File: src/core_region_pkg.sv
package core_region_pkg;

  // Address bits 31:20 that select the local data RAM
  localparam int unsigned REGION_BITS = 12;
  localparam logic [REGION_BITS-1:0] LOCAL_REGION = 12'h001;

  // RAM geometry, word addressed
  localparam int unsigned RAM_WORDS_LOG2 = 10;
  localparam int unsigned RAM_WORDS = 1 << RAM_WORDS_LOG2;

  // Byte offset inside a 32-bit word
  localparam int unsigned BYTE_OFS_BITS = 2;

  typedef logic [31:0] word_t;
  typedef logic [31:0] addr_t;
  typedef logic [3:0] byte_en_t;
  typedef logic [RAM_WORDS_LOG2-1:0] ram_addr_t;

  // Payload of every request channel
  typedef struct packed {
    addr_t    addr;
    logic     we;
    byte_en_t be;
    word_t    wdata;
  } mem_req_t;

  // Where the next core data response comes from
  typedef enum logic {
    RESP_RAM,
    RESP_BUS
  } resp_src_e;

endpackage

File: src/ram_mux.sv
`timescale 1ns/100ps

module ram_mux
  import core_region_pkg::*;
(
  input  logic      clk,
  input  logic      rst_n,

  // Load port, never refused
  input  logic      port0_req_i,
  input  mem_req_t  port0_i,
  output word_t     port0_rdata_o,

  // Core port
  input  logic      port1_req_i,
  input  mem_req_t  port1_i,
  output logic      port1_gnt_o,
  output logic      port1_rvalid_o,
  output word_t     port1_rdata_o,

  // Single-port RAM side
  output logic      ram_en_o,
  output logic      ram_we_o,
  output ram_addr_t ram_addr_o,
  output byte_en_t  ram_be_o,
  output word_t     ram_wdata_o,
  input  word_t     ram_rdata_i
);

  mem_req_t sel_req;
  logic     port1_rvalid_q;

  // Port 0 has fixed priority
  assign port1_gnt_o = port1_req_i & ~port0_req_i;

  always_comb
  begin
    if (port0_req_i)
    begin
      sel_req = port0_i;
    end
    else
    begin
      sel_req = port1_i;
    end
  end

  assign ram_en_o    = port0_req_i | port1_req_i;
  assign ram_we_o    = sel_req.we;
  // Word index sits just above the byte offset
  assign ram_addr_o  = sel_req.addr[BYTE_OFS_BITS +: RAM_WORDS_LOG2];
  assign ram_be_o    = sel_req.be;
  assign ram_wdata_o = sel_req.wdata;

  // Remember a port 1 grant, the RAM answers one cycle later
  always_ff @(posedge clk, negedge rst_n)
  begin
    if (!rst_n)
    begin
      port1_rvalid_q <= 1'b0;
    end
    else
    begin
      port1_rvalid_q <= port1_gnt_o;
    end
  end

  assign port1_rvalid_o = port1_rvalid_q;

  // Read data is shared, each side knows when it is valid
  assign port0_rdata_o = ram_rdata_i;
  assign port1_rdata_o = ram_rdata_i;

endmodule

File: config.mk
export PLATFORM = sky130hd
export DESIGN_NAME = ram_mux
export DESIGN_NICKNAME = d
export VERILOG_FILES = /design/src/core_region_pkg.sv /design/src/ram_mux.sv
export SDC_FILE = /design/constraint.sdc
export NUM_CORES = 1
export LEC_CHECK = 0
export BUFFER_PORTS_ARGS = -buffer_cell sky130_fd_sc_hd__buf_2
export CAP_MARGIN = 20
export CORE_AREA = 2 2 112 114
export DETAILED_ROUTE_END_ITERATION = 8
export DIE_AREA = 0 0 114 116
export PLACE_DENSITY = 0.47
export SYNTH_ARGS = -nofsm -noshare
export SYNTH_HDL_FRONTEND = slang
export SYNTH_SLANG_ARGS = --single-unit
File: constraint.sdc
create_clock -name clk -period 1.1 [get_ports clk]
set_input_delay 0.22 -clock clk [delete_from_list [all_inputs] [get_ports clk]]
set_output_delay 0.22 -clock clk [all_outputs]
set_load 0.05 [all_outputs]
-- Yosys cells after proc, flatten, opt, wreduce, memory -nomap -nowiden
Index checks and enable logic that the tools add are counted.
- multiplexer cells: 1
- bitwise operators: 3
- operators by type and width (operator ; number):
    $mux 49 ; 1
    $and 1x1->1 ; 1
    $not 1->1 ; 1
    $or 1x1->1 ; 1
- register bits after elaboration: 1
- input port bits: 174
- output and inout bits: 114
- word-level logic and storage cells: 5

-- Logic depth before layout (Yosys ltp)
- word-level depth: 2
- mapped depth: 3
- mapped depth without buffers: 1

-- Worst setup path before layout
Ideal clock, no wire load.
- path kind: input -> output
- from: in port0_req_i
- to: out port1_gnt_o
- data arrival time: 1.216 ns
- path slack: -0.336 ns
- stages on the path: 3
- path buffers: 2
- cells stage by stage: buf_6 buf_6 nor2b_1
- word-level cells in the longest chain between the ends: 2
- ends and longest elaborated chain (element ; line ; source):
    from (decl) ; ram_mux.sv:10 ; input logic port0_req_i,
    $not 1->1 ; ram_mux.sv:34 ; assign port1_gnt_o = port1_req_i & ~port0_req_i;
    $and 1x1->1 ; ram_mux.sv:34 ;
    to (decl) ; ram_mux.sv:17 ; output logic port1_gnt_o,
Every way passes these cells.

-- Worst setup path in the final report
- from: in port0_req_i
- to: out ram_wdata_o[4]
- word-level cells in the longest chain between the ends: 1
- ends and longest elaborated chain (element ; line ; source):
    $mux 49 ; ram_mux.sv:38 ; if (port0_req_i)
    to (decl) ; ram_mux.sv:26 ; output word_t ram_wdata_o,
Every way passes these cells.

==> impl_summary.txt <==
----------------------------------------------------
[Setup path]
  Capturing element type of the critical path ... output port
  Type of the worst setup path ... input port to output port
  Arrival @ worst endpoint ... 0.99 ns
  Startpoint Class ... input port
  Crit path required time ... 0.88 ns
  Critical-path maximum fanout ... 7

[Floorplan]
  Vert. Die Dim ... 116 µm
  Placement row count ... 40
  Top Ports ... 288
  Initial Util ... 9.42%
  Placeable core region ... 11,900 µm²
  Total Die Area ... 13,200 µm²
  Horizontal die dimension ... 114 µm

[Power]
  Max VDD drop ... 368 µV
  Internal ... 0.000804 W
  Relative contribution of combinational cells to total power ... 97.5%
  Fraction of power spent switching nets ... 50.2%
  Power density over the cells ... 685 nW/µm²
  Sequential cell fraction of total power ... 2.5%
  Clock share of power ... 0%
  Switch Pwr ... 0.000810 W
  Static leakage power ... 1.25 nW

[Cells and area]
  Register Area ... 25.0 µm²
  Area Overhead vs Synth ... 110%
  Total non-filler cell area in the finished layout ... 2360 µm²
  Final layout net count ... 383
  Layout cell share with drive strength beyond 1 ... 99.0%
  Final core utilization ... 19.8%
  Cell Count, Final, Fillers Out ... 354
  Area of combinational cells with multiple inputs ... 728 µm²
  Flip-flop count of the largest register after layout ... 1
  Fillers ... 1,311
  Antenna fix cells ... 0

[GRT]
  Maximum number of pins on one net before global-route repair ... 9
  Grt ovf ... 0
  Vias in the first global route ... 1,214
  Number of antenna violations at the first check in global routing ... 0
  First-pass GRT wire length ... 7660 µm
  Met2 track demand over resource ... 17.4%
  Busiest layer in global routing ... met2
  Total routing usage reported by global routing ... 7.99%
  GR met1 Demand/Resource ... 7.42%
  Met3 layer usage reported by global route ... 1.36%

[Min path]
  Worst hold path class ... input port to output port

[Synth]
  Number of unique standard cell types used by synthesis ... 7
  Syn Nets ... 293
  Leading area contributor after synthesis ... sky130_fd_sc_hd__buf_4
  Top post-synthesis cells by area ... sky130_fd_sc_hd__buf_4 45%, sky130_fd_sc_hd__mux2_2 39%, sky130_fd_sc_hd__mux2_4 11%, sky130_fd_sc_hd__dfrtp_1 2.2%, sky130_fd_sc_hd__buf_6 2.0%
  Cell area after technology mapping ... 1120 µm²
  Number of storage elements in the synthesis netlist ... 1
  Average cell area after synthesis ... 9.43 µm²
  Number of instances in the synthesized netlist ... 119
  Portion of the post-synthesis area used by sequential elements ... 2.23%
  Share of Yosys cell area claimed by the top area cell type ... 44.8%
  Total of warnings raised by yosys ... 0

[Run status]
  Outcome ... complete, but fails checks
  Failing checks ... negative setup slack

[STA]
  Count of final max-slew check failures ... 0
  Fin crit share ... 110%
  Final setup viols ... 49
  Setup repair after global routing missed its margin ... true
  Final hold violation count ... 0
  Pin slew with the least headroom to its limit ... 0.246 ns
  Timing-limited maximum frequency ... 825 MHz
  Final critical delay including setup and external delays ... 1.21 ns
  Final worst slack ... -0.111 ns
  Max-slew headroom at the worst pin ... 83.7%

[Placement]
  Global placement routability congestion ... 0.900
  Placed cells ... 349
  Number of I/O port buffers ... 147
  HPWL after detailed placement ... 5000 µm
  Placement Cell Area ... 1620 µm²

[Detailed routing]
  Vias per inst ... 3.24
  Wirelength per Cell ... 16.5 µm
  Final Routed Wirelength ... 5840 µm
  Number of remaining DRC errors ... 0
  Vias post-DR ... 1,146
  Count of routing violations after the opening detailed-route iteration ... 12
  Router iterations before antenna repair ... 2
  Residual antenna-violating net count after detailed routing ... 0

[Run]
  Max-cap viol count ... 0

----------------------------------------------------
[cell families (layout without fill, tap and decap cells)]
kind of cell           count (synthesis)  after routing  share of synthesized area (%)
and+or+nand+nor                        2              2                           1.12
buffers and inverters                 69            157                           46.8
muxes                                 47             47                           49.8
DFF                                    1              1                           2.23
[metal layers]
metal	wire length [µm]	share of wire (%)
met1	1750	30
met2	3450	59
met3	470	8.0
met4	177	3.0
met5	0	0
[area by class of cell]
class                           count  area share, %
Sequential cell                     1           1.06
Multi-Input combinational cell     49           30.9
Timing Repair Buffer              157           60.2
Tap cell                          147           7.80
[worst max-delay path, cell delays in order]
cell                     delay (ns)
sky130_fd_sc_hd__buf_16        0.14
sky130_fd_sc_hd__buf_12        0.15
sky130_fd_sc_hd__mux2_4        0.32
sky130_fd_sc_hd__buf_8         0.15
[synth_stat cells (all sizes together)]
cell type / count
buf: 69
dfrtp: 1
mux2: 47
nor2b: 1
or2: 1
[final timing paths]
| path | startpoint | endpoint | slack (ns) | cells after the start |
|---|---|---|---|---|
| worst max-delay path | port0_req_i | ram_wdata_o[4] | -0.11 | 4 |
| worst min-delay path | ram_rdata_i[2] | port0_rdata_o[2] | 0.44 | 0 |
| max in group asynchronous | rst_n | port1_rvalid_o$_DFF_PN0_ | 0.48 | 2 |
| min in group asynchronous | rst_n | port1_rvalid_o$_DFF_PN0_ | 0.54 | 2 |
[power groups by stage]
stage / clock (W) / combinational (W) / sequential (W)
finish: 0 / 0.00157 / 0.0000397
detailed placement: 0 / 0.00114 / 0.0000397
CTS: 0 / 0.00151 / 0.0000397
floorplan: 0 / 0.00136 / 0.0000466
global placement: 0 / 0.00114 / 0.0000397
global route: 0 / 0.00163 / 0.0000400
[what timing repair did]
| action | 4_1_cts | 5_1_grt |
|---|---|---|
| hold buffers | 1 | 0 |
| gates resized for setup | 152 | 34 |
| cloned | 3 | 0 |
| endpoints found under the setup margin | 49 | 49 |
| pin swaps | 1 | 1 |
| setup buffers | 0 | 1 |
| hold endpoints to repair | 1 | 0 |
[metrics by stage]
stage,power [W],TNS [ns],hold WS [ns],setup slack (ns)
2_1_floorplan,0.00141,-0.0890,-0.0756,-0.0111
3_3_place_gp,0.00118,-10.92,-0.00490,-0.312
3_5_place_dp,0.00117,-11.53,-0.000798,-0.321
4_1_cts,0.00155,-5.35,0.441,-0.131
5_1_grt,0.00167,-5.57,0.440,-0.139
6_report,0.00161,-4.61,0.440,-0.111
[placed cells by master (no fill, tap or decap), drive strengths merged]
cell type    Yosys  layout
mux2            47      47
buf             69     156
dlygate4sd3      0       1
dfrtp            1       1
nor2b            1       1
or2              1       1
Note: power is estimated with default switching activity, not from simulation.
