File: src/core_region_pkg.sv
package core_region_pkg;

  // Address bits 31:20 that select the local data RAM
  localparam int unsigned REGION_BITS = 12;
  localparam logic [REGION_BITS-1:0] LOCAL_REGION = 12'h001;

  // RAM geometry, word addressed
  localparam int unsigned RAM_WORDS_LOG2 = 10;
  localparam int unsigned RAM_WORDS = 1 << RAM_WORDS_LOG2;

  // Byte offset inside a 32-bit word
  localparam int unsigned BYTE_OFS_BITS = 2;

  typedef logic [31:0] word_t;
  typedef logic [31:0] addr_t;
  typedef logic [3:0] byte_en_t;
  typedef logic [RAM_WORDS_LOG2-1:0] ram_addr_t;

  // Payload of every request channel
  typedef struct packed {
    addr_t    addr;
    logic     we;
    byte_en_t be;
    word_t    wdata;
  } mem_req_t;

  // Where the next core data response comes from
  typedef enum logic {
    RESP_RAM,
    RESP_BUS
  } resp_src_e;

endpackage

File: src/lsu_demux.sv
`timescale 1ns/100ps

module lsu_demux
  import core_region_pkg::*;
(
  input  logic     clk,
  input  logic     rst_n,

  // Core load/store channel
  input  logic     lsu_req_i,
  input  mem_req_t lsu_i,
  output logic     lsu_gnt_o,
  output logic     lsu_rvalid_o,
  output word_t    lsu_rdata_o,

  // Local data RAM
  output logic     ram_req_o,
  output mem_req_t ram_o,
  input  logic     ram_gnt_i,
  input  logic     ram_rvalid_i,
  input  word_t    ram_rdata_i,

  // External bus
  output logic     bus_req_o,
  output mem_req_t bus_o,
  input  logic     bus_gnt_i,
  input  logic     bus_rvalid_i,
  input  word_t    bus_rdata_i
);

  logic      is_local;
  resp_src_e resp_src_q;
  resp_src_e resp_src_d;

  assign is_local = (lsu_i.addr[$bits(addr_t)-1 -: REGION_BITS] == LOCAL_REGION);

  assign ram_req_o = lsu_req_i & is_local;
  assign bus_req_o = lsu_req_i & ~is_local;

  // Same payload to both targets, only req is steered
  assign ram_o = lsu_i;
  assign bus_o = lsu_i;

  always_comb
  begin
    resp_src_d = resp_src_q;
    lsu_gnt_o  = 1'b0;
    if (ram_req_o)
    begin
      lsu_gnt_o  = ram_gnt_i;
      resp_src_d = RESP_RAM;
    end
    else if (bus_req_o)
    begin
      lsu_gnt_o  = bus_gnt_i;
      resp_src_d = RESP_BUS;
    end
  end

  always_ff @(posedge clk, negedge rst_n)
  begin
    if (!rst_n)
    begin
      resp_src_q <= RESP_RAM;
    end
    else
    begin
      resp_src_q <= resp_src_d;
    end
  end

  // Response back to the core
  assign lsu_rvalid_o = ram_rvalid_i | bus_rvalid_i;
  assign lsu_rdata_o  = (resp_src_q == RESP_BUS) ? bus_rdata_i : ram_rdata_i;

endmodule

File: config.mk
export PLATFORM = sky130hd
export DESIGN_NAME = lsu_demux
export DESIGN_NICKNAME = d
export VERILOG_FILES = /design/src/core_region_pkg.sv /design/src/lsu_demux.sv
export SDC_FILE = /design/constraint.sdc
export NUM_CORES = 1
export LEC_CHECK = 0
export ABC_AREA = 1
export BUFFER_PORTS_ARGS = -buffer_cell sky130_fd_sc_hd__buf_2
export CORE_AREA = 3 3 119 121
export CTS_CLUSTER_SIZE = 16
export DETAILED_ROUTE_END_ITERATION = 6
export DIE_AREA = 0 0 122 124
export GPL_TIMING_DRIVEN = 0
export PLACE_DENSITY_LB_ADDON = 0.3
export SYNTH_ARGS = -nofsm -noshare
export SYNTH_HDL_FRONTEND = slang
export SYNTH_SLANG_ARGS = --single-unit
File: constraint.sdc
create_clock -name clk -period 1.5 [get_ports clk]
set_input_delay 0.3 -clock clk [delete_from_list [all_inputs] [get_ports clk]]
set_output_delay 0.3 -clock clk [all_outputs]
set_load 0.05 [all_outputs]
* Word level (Yosys, flattened, before mapping)
Cells that the tools add are included.
Word-level totals: flip-flop bits (word level) 1
Cells by class: equality and inequality tests 1, mux-type cells 5, bitwise gates (word level) 4, reductions and logical operators 1
Operator list (number):
- $mux 32 | 1
- $eq 12x1->1 const B | 1
- $mux 1 | 4
- $and 1x1->1 | 2
- $reduce_bool 2->1 | 1
- $not 1->1 | 1
- $or 1x1->1 | 1

* Logic depth before layout (Yosys ltp)
Gate-level depths: netlist (run 1).
depth in word-level cells 5, mapped depth 7

* Worst setup path after synthesis (run 1)
Ideal clock, no wire load.
kind input-to-output, from in lsu_i[64] in the netlist's numbering, to out bus_req_o, arrival time 1.452 ns, data required time 1.200 ns, slack -0.252 ns, cell stages on the path 6, path buffers 0, path through nor2_1 -> nand2_1 -> nor2_1 -> nand2_1 -> nor2_2 -> nor2_1
On the way: cells in the longest elaborated chain, start to end 3
Ends and longest elaborated chain:
- start, declared | line lsu_demux.sv:11 | input mem_req_t lsu_i,
- $eq 12x1->1 | line lsu_demux.sv:35 | assign is_local = (lsu_i.addr[$bits(addr_t)-1 -: REGION_BITS] == LOCAL_REGION);
- $not 1->1 | line lsu_demux.sv:38 | assign bus_req_o = lsu_req_i & ~is_local;
- $and 1x1->1 | line lsu_demux.sv:38
- end, declared | line lsu_demux.sv:24 | output logic bus_req_o,
Every way passes these cells.

* Final worst setup path (run 1)
from reg resp_src_q, to out lsu_rdata_o[4]
On the way: cells in the longest elaborated chain, start to end 1
Ends and longest elaborated chain:
- start, declared | line lsu_demux.sv:32 | resp_src_e resp_src_q;
- start signal, assigned | line lsu_demux.sv:68 | resp_src_q <= resp_src_d;
- $mux 32 | line lsu_demux.sv:74 | assign lsu_rdata_o = (resp_src_q == RESP_BUS) ? bus_rdata_i : ram_rdata_i;
- end, declared | line lsu_demux.sv:14 | output word_t lsu_rdata_o,
Every way passes these cells.

==> results of run 1 <==
==> logic make-up after synthesis <==
logic type    after synthesis  synth area share (%)
buf+inv                   151                  65.4
flops                       1                  1.43
mux                        32                  26.9
simple gates               26                  6.31
==> synthesized netlist by cell type <==
master and n:
buf_4 138, nor2_1 12, nand3_1 2, or2_2 1
nand2_1 8, nand4_1 1, dfrtp_1 1, mux2_2 3
buf_6 1, mux2_4 29, buf_12 3, nor2_2 1
and2_1 1, inv_1 9
==> what timing repair did <==
action                                  in CTS  in global routing
hold endpoints to repair                     0                  0
cloned                                       0                  0
buffers inserted                             0                  3
endpoints found under the setup margin       2                  9
gates resized for setup                      3                 20
pin swaps                                    0                  7
==> metrics by stage <==
stage	setup slack (ns)	hold slack [ns]
floorplan	0.0491	0.00441
global placement	-0.0735	0.0787
detailed placement	-0.0696	0.0765
CTS	0.00554	0.0762
global route	-0.0147	0.0770
finish	0.0278	0.0754
==> power groups by stage <==
stage,Clock [mW],Combinational (mW),Sequential [mW]
finish,0,1.60,0.0275
global route,0,1.67,0.0275
CTS,0,1.60,0.0275
detailed placement,0,1.60,0.0275
global placement,0,1.59,0.0275
floorplan,0,1.26,0.0275
==> final timing paths <==
kind | end | cells after the start
min in group clk | resp_src_q | 3
worst max-delay path | lsu_rdata_o[4] | 4
max in group asynchronous | resp_src_q | 1
worst max register to register | resp_src_q | 4
worst min register to register | resp_src_q | 4
worst min-delay path | resp_src_q | 1
==> layer usage <==
layer,routed length [um],global-route usage [%],vias up
met5,0,0,-
met4,0,0,0
met3,830,0.863,0
met2,3640,13.2,135
met1,2000,6.91,873
li1,-,-,1034
==> layout make-up <==
class | count | share of cell area (%)
buffer | 142 | 33.2
inverter | 9 | 1.01
sequential | 1 | 0.750
timing repair buffer | 259 | 40.0
tap | 176 | 6.60
multi-input combinational | 58 | 18.4
==> worst reg2reg max path: stages (launching register included) <==
cell and delay [ns]:
dfrtp_1 0.35, buf_6 0.15, buf_12 0.15, nor2_1 0.10, nor2_1 0.05
==> results summary, run 1 <==
The run finished with clean final reports. The core region area came out at 13200 sq um. The number of hold buffers added after CTS was 0.

The maximum number of pins on one net before global-route repair is 11. Between clock sinks in the finished design, the worst skew comes to 0 ns. The register bit count reported by yosys came out at 1. The endpoint arrival time on the critical path is 1.17 ns. The number of placed instances, taps included, is 642. The global placer's final weighted congestion is 0.686. Before antenna repair, the detailed router went through 4 iterations. The number of remaining DRC errors came out at 0.

The worst setup path is launched from a flop. The commonest non-fill, non-tap cell in the layout is buf_2. Summing every instance area after synthesis gives 1750 sq um.

The share of layout cells above drive strength 1 is 94.5%. The gate count after technology mapping came out at 210. The critical path is of the flop to output pin type. The average cell area after synthesis came out at 8.31 sq um.

The hold violation count in the final report is 0. The top register by number of flip-flops is resp_src_q. The worst path buffer plus inverter count came out at 3. The proportion of power drawn by flip-flops and latches came out at 1.7%. The instance area after placement is 3250 sq um. The violation count after the first detailed-routing iteration is 18. The number of nets in the synthesized netlist came out at 350. Relative to the synthesized area, the layout overhead comes to 91.1%.

The area of the die came out at 15100 sq um. The overall die height is 124 um. The design draws 1.63 mW.

The cell row count is 42. The setup slack of the worst register-to-register path came out at 0.58 ns. The via total after detailed routing is 2042.

The path type of the worst min-delay path is primary input to async pin. In this design, the largest share of critical-path delay is due to buffers and inverters. The actual transition at the worst max-transition pin came out at 0.261 ns. STA classifies the critical path endpoint as an output pin. The first-pass GRT wire length is 7.98 mm. Traced cell by cell, the critical path runs through buf_6 > buf_12 > mux2_4 > buf_2. The launch instance of the worst register-to-register path is resp_src_q. The sequential element share of the synthesized area came out at 1.43%. The later-pin clock latency in the skew report came out at 0 ns. Yosys attributes the largest share of cell area to buf_4, mux2_4, buf_12.

Measured against its own limit, the worst slew margin works out to 82.7%. The smallest clock period supported by the final layout is computed as 1.47 ns. The total number of nets in the final design came out at 611.

The number of non-filler instances in the completed layout came out at 645. Among all stages on the critical path, the largest delay is contributed by dfrtp_1. The required time at the endpoint of the critical path is 1.20 ns. The global-route usage over all layers is 6.24%.

Of all nets on the critical path, the largest fanout is 10. The post-detailed-route wirelength per cell came out at 10.0 um. The horizontal die dimension is 122 um. The footprint of the flip-flops and latches is 25.0 sq um. The number of global-route vias before repair came to 1725. The aggregate routed wire length came out at 6.47 mm. The combinational fraction of design power is 98.3%. The net switching power figure came out at 1.07 mW. The clock transition time at the flip-flop clock pins of the worst setup and hold paths is 0 ns. The maximum frequency from static timing analysis is 679 MHz. Counting the fill cells in the layout gives 1450.

The total of warnings raised by yosys is 0. The remaining global-route overflow is 0. The max-cap check violation count is 0. The final cycle utilization of the critical path came out at 98.1%. The leakage power came out at 2.13 nW. The largest registers in the layout are resp_src_q (1).

The startpoint of the worst setup timing path is resp_src_q. The power per cell area is 489 nW/um^2. The proportion of netlist area held by the largest area contributor came out at 59.4%.

The port buffer count came out at 256. The number of antenna violations at the first check in global routing came out at 0. Adding up every negative setup slack in the final design gives 0 ns. The flip-flop count of the largest register after layout is 1. The worst vdd rail ir drop is 227 uV. The share of power burned in the clock network came out at 0%. Once detail routing completed, the nets flagged for antenna violations numbered 0. The number of setup violations in the final report came out at 0. The largest area contributor in the netlist is buf_4. The delay of the slowest cell on the worst path came out at 0.35 ns. The internal power of the cells totals 558 uW. The switching part of the total is 65.8%. The total I/O pin count came out at 314. The initial standard-cell utilization of the core is 13.2%. The number of antenna repair diodes came out at 0. The number of max-slew violations in the final report is 0. The placed wire-length estimate after detailed placement came out at 6.11 mm.

The vias per cell came out at 3.17. The final cell utilization of the core came out at 25.3%. The area of all placed cells without fillers came out at 3340 sq um. The unique cell type count in the Yosys netlist came out at 14. The top cell types in the final layout, fill and taps aside, are buf_2, buf_4, mux2_4, inv_1, nor2_1. The area of the multi-input gates is 614 sq um.
(Power assumes the default switching activity.)
==> run 2: changes to the inputs <==
Settings changed: CELL_PAD_IN_SITES_DETAIL_PLACEMENT from default to 0, CELL_PAD_IN_SITES_GLOBAL_PLACEMENT from default to 2, CORE_AREA 3 3 119 121 to default, CORE_MARGIN from default to 3, CORE_UTILIZATION from default to 11, CTS_CLUSTER_SIZE 16 to 20, DIE_AREA 0 0 122 124 to default.
==> run 2 against run 1 <==
Register-to-register slack about the same. Routed wire length increased by 14%. Clock skew did not move. Combinational power hardly changed. Sequential share of layout area about the same. Largest power group unchanged.
==> results summary, run 2 (synthesis gave the netlist of run 1 again) <==
The top register by number of flip-flops is resp_src_q (unchanged). Largest registers: resp_src_q (1) (unchanged). Status: finished, final reports clean (unchanged). The footprint of the flip-flops and latches came out at 25.0 sq um (unchanged). The number of antenna repair diodes is 0 (unchanged). The worst path buffer plus inverter count was 3 (unchanged). The aggregate routed wire length was 7.40 mm (was 6.47 mm). The minimum setup slack after placement is -0.0792 ns (was -0.0696 ns).

The first-pass GRT wire length was 10.7 mm (was 7.98 mm). The met2 track demand over resource came out at 14.9% (was 13.2%). The met3 usage is 2.25% (was 0.863%). The met1 track utilization from global routing is 7.67% (was 6.91%). The max-cap check violation count is 0 (unchanged). The switching part of the total was 66.1% (was 65.8%). The worst-case clock skew came out at 0 ns (unchanged).

The port buffer count came to 256 (unchanged). The path type of the worst min-delay path is primary input to async pin (unchanged). The actual transition at the worst max-transition pin came out at 0.292 ns (was 0.261 ns). The remaining global-route overflow is 0 (unchanged).

The post-detailed-route wirelength per cell is 10.9 um (was 10.0 um). The placed wire-length estimate after detailed placement came out at 6.98 mm (was 6.11 mm). The share of layout cells above drive strength 1 is 93.3% (was 94.5%). The combinational fraction of design power came to 98.3% (about the same). The number of antenna violations at the first check in global routing was 0 (unchanged). The global-route usage over all layers came out at 7.34% (was 6.24%). The startpoint of the worst setup timing path is resp_src_q (unchanged).

The vias per cell was 2.99 (was 3.17). The final cell utilization of the core came out at 21.6% (was 25.3%). The total I/O pin count is 314 (unchanged). The kind of launch point of the worst setup path is a flop (unchanged). The horizontal die dimension came out at 132 um (was 122 um). The maximum frequency from static timing analysis came out at 681 MHz (was 679 MHz). The endpoint type of the worst setup path is an output pin (unchanged).

The required time at the endpoint of the critical path is 1.20 ns (about the same). The signed area change from the synthesized netlist to the final layout is 90.1% (was 91.1%). Ordered cell list for the critical path: buf_6 > buf_12 > mux2_4 > buf_2 (unchanged). The cell depth of the worst setup path is 4 (unchanged). The global placer's final weighted congestion came out at 0.720 (was 0.686). The commonest non-fill, non-tap cell in the layout is buf_2 (unchanged). The core region area came out at 15400 sq um (was 13200 sq um). The initial standard-cell utilization of the core is 11.4% (was 13.2%).

The number of detailed-routing iterations run before antenna repair is 3 (was 4). The total number of nets in the final design came out at 608 (was 611). Commonest non-fill, non-tap cells in the layout: buf_2, buf_4, mux2_4, nor2_1, inv_1 (was buf_2, buf_4, mux2_4, inv_1, nor2_1).

The largest delay contributor family on the critical path was buffers and inverters (unchanged). The kind of critical path is flop to output pin (unchanged). The share of power burned in the clock network is 0% (about the same). The endpoint arrival time on the critical path is 1.17 ns (about the same). The maximum fanout along the worst path is 10 (unchanged). The area of the die came out at 17400 sq um (was 15100 sq um). The worst vdd rail ir drop is 198 uV (was 227 uV). The worst-case setup margin in the final layout is 0.0319 ns (was 0.0278 ns). The leakage power is 2.11 nW (was 2.13 nW).

The depth of the most critical reg-to-reg path came out at 4 (unchanged). The most used routing layer in global routing is met2 (unchanged). The power per cell area is 489 nW/um^2 (about the same).

The violation count after the first detailed-routing iteration came out at 27 (was 18). The cell row count is 45 (was 42). The maximum number of pins on one net before global-route repair came out at 11 (unchanged). The headroom to the max-slew limit is 80.7% (was 82.7%). The launch instance of the worst register-to-register path is resp_src_q (unchanged). The via total after detailed routing came to 2023 (was 2042). The delay of the slowest cell on the worst path is 0.35 ns (about the same). The number of remaining DRC errors is 0 (unchanged). The final cycle utilization of the critical path was 97.9% (was 98.1%). The later-pin clock latency in the skew report is 0 ns (about the same). Setup repair after global routing could not meet its margin everywhere. The setup slack of the worst register-to-register path is 0.59 ns (was 0.58 ns). The overall die height came out at 132 um (was 124 um). The time the final worst path needs with I/O delays and setup came out at 1.47 ns (about the same). The clock transition time at the flip-flop clock pins of the worst setup and hold paths is 0 ns (about the same). The number of filler instances in the final layout is 1764 (was 1450). The proportion of power drawn by flip-flops and latches is 1.7% (about the same).

The flip-flop count of the largest register after layout came out at 1 (unchanged). The worst reg2reg path endpoint is resp_src_q (unchanged). The number of max-slew violations in the final report came out at 0 (unchanged). The net switching power figure is 1.07 mW (about the same). The area of the multi-input gates came out at 592 sq um (was 614 sq um). The internal cell power came out at 551 uW (was 558 uW). The count of antenna-violating nets left after detailed routing came out at 0 (unchanged). The number of setup violations in the final report is 0 (unchanged). The master of the slowest instance on the critical path is dfrtp_1 (unchanged). The number of global-route vias before repair was 2008 (was 1725).

The hold violation count in the final report came out at 0 (unchanged).
-- run 2: timing repair --
| action | CTS | global route |
|---|---|---|
| setup buffers | 0 | 0 |
| pin swaps | 0 | 1 |
| resized for setup | 3 | 5 |
| endpoints found under the setup margin | 3 | 3 |
| hold buffers | 0 | 0 |
-- run 2: layout make-up --
class / instances / area share [%]
Sequential cell: 1 / 0.754
Tap cell: 211 / 7.96
Timing Repair Buffer: 256 / 39.1
Multi-Input combinational cell: 58 / 17.8
Buffer: 142 / 33.4
Inverter: 9 / 1.02
-- run 2: worst max path at each step --
stage / endpoint / slack [ns]
2_1_floorplan: bus_req_o / 0.05
3_3_place_gp: ram_req_o / -0.06
3_5_place_dp: ram_req_o / -0.08
5_1_grt: bus_req_o / -0.01
4_1_cts: bus_req_o / 0.004
6_report: lsu_rdata_o[14] / 0.03
-- run 2: stage by stage --
stage / TNS [ns] / power [mW] / std cells / hold slack [ns] / cell area (sq um)
4_1_cts: 0 / 1.63 / 677 / 0.0760 / 3310
6_report: 0 / 1.62 / 677 / 0.0745 / 3320
2_1_floorplan: 0 / 1.29 / 210 / 0.00441 / 1750
3_3_place_gp: -0.0889 / 1.63 / 677 / 0.0758 / 3300
3_5_place_dp: -0.123 / 1.63 / 677 / 0.0760 / 3300
5_1_grt: -0.0104 / 1.69 / 677 / 0.0788 / 3320
-- run 2: power by group through the flow --
stage	logic, mW	clock network (mW)	registers [mW]
detailed placement	1.60	0	0.0275
global route	1.66	0	0.0275
CTS	1.61	0	0.0275
finish	1.60	0	0.0275
floorplan	1.26	0	0.0275
global placement	1.61	0	0.0275
-- run 2: layer usage --
layer | share of wire [%] | up-vias
met4 | 0.46 | 0
met5 | 0 | -
met2 | 55 | 122
li1 | - | 1029
met1 | 34 | 868
met3 | 11 | 4
